===== src/rtl/rowsum_pkg.sv =====
`default_nettype none

package rowsum_pkg;

    // one pixel from the frame buffer
    typedef logic [7:0] pixel_t;

    // prefix sum, wide enough for 1023 pixels of 255
    typedef logic [17:0] sum_t;

    // column index, doubles as the frame buffer read address
    typedef logic [9:0] col_t;

    // row count within a frame
    typedef logic [9:0] row_t;

    // controller states
    typedef enum logic [2:0] {
        IDLE,
        START,
        START_ROW,
        SUM_EN,
        CUM_EN,
        FINISH_ALL,
        DONE
    } ctrl_state_t;

endpackage

`default_nettype wire


===== src/rtl/rowsum_ctrl_if.sv =====
`timescale 1ns/1ps
`default_nettype none

interface rowsum_ctrl_if;

    // settle delay running
    logic start_en;
    // first column of a row
    logic ld_en;
    // column counter advance
    logic count_en;
    // warm-up accumulation, no output
    logic sum_en;
    // accumulation with output
    logic cum_en;

    modport ctrl (
        output start_en,
        output ld_en,
        output count_en,
        output sum_en,
        output cum_en
    );

    modport cnt (
        input start_en,
        input ld_en,
        input count_en
    );

    modport acc (
        input ld_en,
        input sum_en,
        input cum_en
    );

endinterface

`default_nettype wire


===== src/rtl/rowsum_accumulator.sv =====
`timescale 1ns/1ps
`default_nettype none

module rowsum_accumulator (
    input  wire logic               clk,
    input  wire logic               rst,
    rowsum_ctrl_if.acc              acc,
    input  wire rowsum_pkg::pixel_t pix_data,
    input  wire rowsum_pkg::col_t   col,
    input  wire logic               sum_strobe,
    output logic                    sum_valid,
    output rowsum_pkg::col_t        sum_col,
    output rowsum_pkg::sum_t        sum_data
);

    rowsum_pkg::sum_t run_sum;
    rowsum_pkg::sum_t pix_ext;
    rowsum_pkg::sum_t sum_next;

    assign pix_ext  = rowsum_pkg::sum_t'(pix_data);
    // prefix sum including the pixel on the bus this cycle
    assign sum_next = run_sum + pix_ext;

    // first pixel of a row replaces the old total
    always_ff @(posedge clk) begin
        if (acc.ld_en) begin
            run_sum <= pix_ext;
        end else if (acc.sum_en || acc.cum_en) begin
            run_sum <= sum_next;
        end
    end

    // result register, column tagged with the sum it closes
    always_ff @(posedge clk) begin
        if (sum_strobe) begin
            sum_data <= sum_next;
            sum_col  <= col;
        end
    end

    always_ff @(posedge clk) begin
        if (rst) begin
            sum_valid <= 1'b0;
        end else begin
            sum_valid <= sum_strobe;
        end
    end

endmodule

`default_nettype wire


===== src/rtl/rowsum_controller.sv =====
`timescale 1ns/1ps
`default_nettype none

module rowsum_controller #(
    parameter int COLS   = 16,
    parameter int WARMUP = 4
) (
    input  wire logic              clk,
    input  wire logic              rst,
    input  wire logic              frame_valid,
    input  wire logic              start_gt_2,
    input  wire rowsum_pkg::col_t  col,
    input  wire logic              row_eq_max,
    rowsum_ctrl_if.ctrl            ctrl,
    output logic                   sum_strobe,
    output logic                   frame_done
);

    rowsum_pkg::ctrl_state_t state;
    rowsum_pkg::ctrl_state_t next_state;

    // frame ends early on loss of upstream, or normally after the last row
    logic abort;
    // column where warm-up ends, so CUM_EN starts at column WARMUP
    logic warm_done;
    logic row_end;

    assign abort     = !frame_valid || row_eq_max;
    assign warm_done = (col >= rowsum_pkg::col_t'(WARMUP - 1));
    assign row_end   = (col >= rowsum_pkg::col_t'(COLS - 1));

    always_ff @(posedge clk) begin
        if (rst) begin
            state <= rowsum_pkg::IDLE;
        end else begin
            state <= next_state;
        end
    end

    always_comb begin
        next_state = state;
        case (state)
            rowsum_pkg::IDLE: begin
                if (frame_valid) begin
                    next_state = rowsum_pkg::START;
                end
            end
            rowsum_pkg::START: begin
                if (abort) begin
                    next_state = rowsum_pkg::FINISH_ALL;
                end else if (start_gt_2) begin
                    next_state = rowsum_pkg::START_ROW;
                end
            end
            rowsum_pkg::START_ROW: begin
                if (abort) begin
                    next_state = rowsum_pkg::FINISH_ALL;
                end else begin
                    next_state = rowsum_pkg::SUM_EN;
                end
            end
            rowsum_pkg::SUM_EN: begin
                if (abort) begin
                    next_state = rowsum_pkg::FINISH_ALL;
                end else if (warm_done) begin
                    next_state = rowsum_pkg::CUM_EN;
                end
            end
            rowsum_pkg::CUM_EN: begin
                if (abort) begin
                    next_state = rowsum_pkg::FINISH_ALL;
                end else if (row_end) begin
                    next_state = rowsum_pkg::START_ROW;
                end
            end
            rowsum_pkg::FINISH_ALL: begin
                next_state = rowsum_pkg::DONE;
            end
            // no restart, held until reset
            rowsum_pkg::DONE: begin
                next_state = rowsum_pkg::DONE;
            end
            default: begin
                next_state = rowsum_pkg::IDLE;
            end
        endcase
    end

    // moore outputs, every strobe decoded from the state alone
    always_comb begin
        ctrl.start_en = (state == rowsum_pkg::START);
        ctrl.ld_en    = (state == rowsum_pkg::START_ROW);
        ctrl.sum_en   = (state == rowsum_pkg::SUM_EN);
        ctrl.cum_en   = (state == rowsum_pkg::CUM_EN);
        ctrl.count_en = (state == rowsum_pkg::START_ROW) ||
                        (state == rowsum_pkg::SUM_EN) ||
                        (state == rowsum_pkg::CUM_EN);
        sum_strobe    = (state == rowsum_pkg::CUM_EN);
        frame_done    = (state == rowsum_pkg::FINISH_ALL);
    end

endmodule

`default_nettype wire


===== src/rtl/rowsum_counters.sv =====
`timescale 1ns/1ps
`default_nettype none

module rowsum_counters #(
    parameter int COLS = 16,
    parameter int ROWS = 4
) (
    input  wire logic         clk,
    input  wire logic         rst,
    rowsum_ctrl_if.cnt        ctrl,
    output logic              start_gt_2,
    output rowsum_pkg::col_t  col,
    output rowsum_pkg::row_t  row_idx,
    output logic              row_eq_max
);

    logic [1:0]        settle_cnt;
    rowsum_pkg::col_t  col_q;
    // rows started so far
    rowsum_pkg::row_t  row_cnt;
    logic              last_col;
    logic              row_eq_max_q;

    // settle delay, restarts whenever START is left
    always_ff @(posedge clk) begin
        if (rst) begin
            settle_cnt <= '0;
        end else if (ctrl.start_en) begin
            settle_cnt <= settle_cnt + 2'd1;
        end else begin
            settle_cnt <= '0;
        end
    end

    assign start_gt_2 = (settle_cnt > 2'd2);

    assign last_col = (col_q == rowsum_pkg::col_t'(COLS - 1));

    // the counter holds the column being addressed in this cycle.
    // it wraps to 0 on the last column so START_ROW already reads column 0
    always_ff @(posedge clk) begin
        if (rst) begin
            col_q <= '0;
        end else if (ctrl.count_en) begin
            if (last_col) begin
                col_q <= '0;
            end else begin
                col_q <= col_q + rowsum_pkg::col_t'(1);
            end
        end
    end

    assign col = col_q;

    always_ff @(posedge clk) begin
        if (rst) begin
            row_cnt <= '0;
        end else if (ctrl.ld_en) begin
            row_cnt <= row_cnt + rowsum_pkg::row_t'(1);
        end
    end

    // START_ROW still shows the row about to start, later cycles the started one
    always_comb begin
        if (ctrl.ld_en || row_cnt == '0) begin
            row_idx = row_cnt;
        end else begin
            row_idx = row_cnt - rowsum_pkg::row_t'(1);
        end
    end

    // sticky, set as the final row's last column goes by
    always_ff @(posedge clk) begin
        if (rst) begin
            row_eq_max_q <= 1'b0;
        end else if (ctrl.count_en && last_col &&
                     row_cnt == rowsum_pkg::row_t'(ROWS)) begin
            row_eq_max_q <= 1'b1;
        end
    end

    assign row_eq_max = row_eq_max_q;

endmodule

`default_nettype wire


===== src/rtl/rowsum_stage.sv =====
`timescale 1ns/1ps
`default_nettype none

module rowsum_stage #(
    parameter int COLS   = 16,
    parameter int ROWS   = 4,
    parameter int WARMUP = 4
) (
    input  wire logic               clk,
    input  wire logic               rst,
    // upstream frame present
    input  wire logic               frame_valid,
    // combinational read data for pix_addr in row row_idx
    input  wire rowsum_pkg::pixel_t pix_data,
    output rowsum_pkg::col_t        pix_addr,
    output rowsum_pkg::row_t        row_idx,
    output logic                    sum_valid,
    output rowsum_pkg::col_t        sum_col,
    output rowsum_pkg::sum_t        sum_data,
    output logic                    frame_done
);

    rowsum_ctrl_if ctrl_bus ();

    logic              start_gt_2;
    logic              row_eq_max;
    logic              sum_strobe;
    rowsum_pkg::col_t  col;

    rowsum_controller #(
        .COLS   (COLS),
        .WARMUP (WARMUP)
    ) rowsum_controller_i (
        .clk         (clk),
        .rst         (rst),
        .frame_valid (frame_valid),
        .start_gt_2  (start_gt_2),
        .col         (col),
        .row_eq_max  (row_eq_max),
        .ctrl        (ctrl_bus.ctrl),
        .sum_strobe  (sum_strobe),
        .frame_done  (frame_done)
    );

    rowsum_counters #(
        .COLS (COLS),
        .ROWS (ROWS)
    ) rowsum_counters_i (
        .clk        (clk),
        .rst        (rst),
        .ctrl       (ctrl_bus.cnt),
        .start_gt_2 (start_gt_2),
        .col        (col),
        .row_idx    (row_idx),
        .row_eq_max (row_eq_max)
    );

    rowsum_accumulator rowsum_accumulator_i (
        .clk        (clk),
        .rst        (rst),
        .acc        (ctrl_bus.acc),
        .pix_data   (pix_data),
        .col        (col),
        .sum_strobe (sum_strobe),
        .sum_valid  (sum_valid),
        .sum_col    (sum_col),
        .sum_data   (sum_data)
    );

    // column index is the read address
    assign pix_addr = col;

endmodule

`default_nettype wire


===== config.mk =====
export PLATFORM = sky130hd
export DESIGN_NAME = rowsum_stage
export DESIGN_NICKNAME = d
export VERILOG_FILES = /design/src/rtl/rowsum_pkg.sv /design/src/rtl/rowsum_ctrl_if.sv /design/src/rtl/rowsum_accumulator.sv /design/src/rtl/rowsum_controller.sv /design/src/rtl/rowsum_counters.sv /design/src/rtl/rowsum_stage.sv
export SDC_FILE = /design/constraint.sdc
export NUM_CORES = 1
export LEC_CHECK = 0
export BUFFER_PORTS_ARGS = -buffer_cell sky130_fd_sc_hd__buf_2
export CORE_ASPECT_RATIO = 0.7
export CORE_UTILIZATION = 38
export DETAILED_ROUTE_END_ITERATION = 12
export PLACE_DENSITY = 0.61
export SLEW_MARGIN = 5
export SYNTH_ARGS = -nofsm -noshare
export SYNTH_HDL_FRONTEND = slang
export SYNTH_SLANG_ARGS = --single-unit

===== constraint.sdc =====
create_clock -name clk -period 2.2 [get_ports clk]
set_input_delay 0 -clock clk [delete_from_list [all_inputs] [get_ports clk]]
set_output_delay 0 -clock clk [all_outputs]
set_load 0.05 [all_outputs]

==> results.py <==
metrics = {
    "synthesis": {
        "syn_avg_cell_area_um2": 9.655,
        "synthXorXnorAreaFrac": 0.08801,
        "synthSimpleGateAreaFrac": 0.1860,
        "synth_compound_area_frac": 0.1425,
        "synthDominantCellAreaShare": 0.2785,
        "yosysWarnings": 0,
        "synth_mux_area_frac": 0.02482,
        "syn_inst": 402,
        "synth_top_family_by_area": "simple AND/OR/NAND/NOR gates",
        "synthTopCellsByArea": "edfxtp_1 (28%), dfxtp_1 (19%), xor2_1 (4.5%), xnor2_1 (4.3%), ha_1 (4.2%)",
        "yosysSeqAreaShare": 0.4694,
        "async_flop_share": 0,
        "syn_area_um2": 3881,
        "synthAdderAreaFrac": 0.04965,
        "ys_types": 55,
        "yosys_register_bits": 73,
        "synth_top_flop_cell": "dfxtp_1",
        "synth_largest_area_cell": "edfxtp_1",
        "synth_enable_flop_cells": 36,
        "syn_nets": 427,
    },
    "drt": {
        "drtPass1Iterations": 4,
        "drt_iter0_drc": 136,
        "routedWlPerCell_um": 14.39,
        "postRouteWirelength_um": 8794,
        "vias_per_cell": 5.218,
        "drc": 0,
        "dr_total_vias": 3188,
        "drt.antenna.violating_nets": 0,
    },
    "floorplanning": {
        "die_y_um": 86.56,
        "die_area_um2": 10630,
        "placementRows": 30,
        "ios": 61,
        "core_area_um2": 9797,
        "die_w_um": 122.8,
        "start_util": 0.3962,
    },
    "cts": {
        "path_clk_slew_ps": 60,
        "clk_latency_ps": 330,
        "cts_tree": "done",
        "numCtsBuffers": 9,
        "htreeDepth": 3,
        "cts_max_path_buffers": 2,
        "cts.sinks": 73,
        "clockRootBuffer": "clkbuf_16",
    },
    "global_routing": {
        "track_usage": 0.1754,
        "antenna_found_initial": 0,
        "grt_pass1_vias": 2861,
        "grt_max_degree": 20,
        "overflow": 0,
        "grt_pass1_wl_um": 14410,
    },
    "setup_path": {
        "crit-reg2reg-launch": "rowsum_accumulator_i.run_sum[0]",
        "ff2ff_path_depth": 8,
        "worstPathMaxFanout": 4,
        "endpoint": "rowsum_accumulator_i.run_sum[16]",
        "rrSetupSlack_ps": 80,
        "critPathArrivalTime_ps": 2380,
        "end_kind": "flop",
        "crit_required_ps": 2460,
        "cp-start-kind": "flop",
        "critPathKind": "reg2reg",
        "r2r_end": "rowsum_accumulator_i.run_sum[16]",
        "crit_start": "rowsum_accumulator_i.run_sum[0]",
    },
    "sta": {
        "finalSetupViolCount": 0,
        "final.setup_skew_ps": 5.184,
        "fmax_mhz": 471.0,
        "worst_pin_slew_ps": 483.1,
        "final_max_slew_viol_count": 0,
        "timing.hold.ws_ps": 17.73,
        "slew_headroom": 0.6771,
        "hold_viol_final": 0,
        "fin_crit_sh": 0.9652,
        "period_minus_slack_ps": 2123,
        "tns_ps": 0,
    },
    "placed_design": {
        "dp_hpwl_um": 6177,
        "place_area_um2": 4382,
        "gp_routability_congestion": 0.7886,
        "io_buffer_count": 60,
    },
    "power_and_ir_drop": {
        "power.leakage_nw": 2.043,
        "power_density_nw_per_um2": 1252,
        "vdd_drop_max_uv": 788.4,
    },
    "layout": {
        "final_cell_mix": "buf_2 (57), nand2_1 (41), nor2_1 (41)",
        "fillers": 935,
        "final_common_cell": "buf_2",
        "antenna_cells": 0,
        "drive_above_1_share": 0.2588,
        "fin_area_um2": 4881,
        "nNetsFinal": 503,
        "area_delta_synth_final_pct": 25.76,
    },
    "status": {
        "outcome": "finished clean",
    },
    "worst_hold_path": {
        "hp-class": "in2reg",
        "hp-start": "pix_data[1]",
    },
    "flow_run": {
        "drv_cap": 0,
    },
}
[timing repair]
item / in CTS / in global routing
pin swaps: 1 / 6
resized for setup: 7 / 17
cloned: 0 / 0
buffers inserted: 0 / 4
hold buffers: 6 / 0
setup endpoints to repair: 14 / 14
endpoints found under the hold margin: 6 / 0
[synthesized netlist by cell type, types with 8 or more instances]
| cell | instances |
|---|---|
| a21oi_1 | 16 |
| a31oi_1 | 8 |
| and3_1 | 8 |
| clkbuf_1 | 16 |
| dfxtp_1 | 37 |
| edfxtp_1 | 36 |
| ha_1 | 13 |
| inv_1 | 15 |
| nand2_1 | 41 |
| nand3_1 | 13 |
| nand4_1 | 9 |
| nor2_1 | 41 |
| o2111ai_1 | 8 |
| o21ai_0 | 17 |
| xnor2_1 | 19 |
| xor2_1 | 20 |
[cells by family after synthesis]
logic type,Yosys count
multiplexers,9
adder cells (fa/ha/maj),15
flip-flops,73
AO/OA/AOI/OAI,80
AND/OR/NAND/NOR,147
buffers and inverters,39
XOR/XNOR,39
[layout make-up]
class | instances | area, µm² | area share
Clock buffer | 10 | 250.2 | 0.05127
Clock inverter | 6 | 65.06 | 0.01333
Inverter | 17 | 66.31 | 0.01359
Multi-Input combinational cell | 290 | 1982 | 0.4060
Sequential cell | 73 | 1828 | 0.3745
Tap cell | 128 | 160.2 | 0.03281
Timing Repair Buffer | 87 | 529.3 | 0.1084
[worst min path at each step]
stage / slack (ps) / cells past startpoint / end
2_1_floorplan: 170 / 2 / rowsum_accumulator_i.run_sum[0]
3_3_place_gp: 290 / 3 / rowsum_accumulator_i.run_sum[0]
3_5_place_dp: 290 / 3 / rowsum_accumulator_i.run_sum[0]
4_1_cts: 6 / 3 / rowsum_accumulator_i.run_sum[1]
5_1_grt: 20 / 3 / rowsum_accumulator_i.run_sum[1]
6_report: 20 / 3 / rowsum_accumulator_i.run_sum[1]
[worst max-delay path: stages (launching register included)]
cell and delay (ps):
edfxtp_1 320, ha_1 160, inv_1 60, fa_2 360, nor2b_4 150, o2111ai_4 180
a31o_4 310, a2111o_1 410, o211ai_1 90
[metal layers]
metal / vias to the layer above / share of wire / GRT usage / wire length, µm
met5: - / 0 / 0 / 0
met4: 0 / 0.011 / 0.04656 / 98
met3: 12 / 0.054 / 0.04934 / 474
met2: 75 / 0.42 / 0.2579 / 3736
met1: 1501 / 0.51 / 0.2511 / 4485
li1: 1600 / - / - / -
[per-stage QoR]
step,worst slack [ps],total power [mW],cells,utilization
4_1_cts,5.399,6.056,607,0.4886
2_1_floorplan,75.75,3.813,402,-
3_5_place_dp,-114.7,4.458,585,0.4473
5_1_grt,-29.29,6.468,611,0.4982
6_report,76.63,6.113,611,0.4982
3_3_place_gp,-54.07,4.405,585,0.4473
[state kept, by name (all words and copies together) (netlist names)]
| register | cells |
|---|---|
| rowsum_counters_i.row_eq_max | 1 |
| rowsum_counters_i.col | 10 |
| rowsum_controller_i.state | 3 |
| rowsum_accumulator_i.run_sum | 18 |
| rowsum_accumulator_i.sum_data | 18 |
| rowsum_accumulator_i.sum_col | 10 |
| rowsum_counters_i.row_cnt | 10 |
| rowsum_accumulator_i.sum_valid | 1 |
| rowsum_counters_i.settle_cnt | 2 |
[report_power, final]
part,total [mW],internal (mW),switching (mW),leakage (nW)
Clock,1.52,0.946,0.573,0.154
Combinational,2.67,0.937,1.73,1.26
Sequential,1.93,1.80,0.129,0.634
Power figures use the tool's default switching activity.
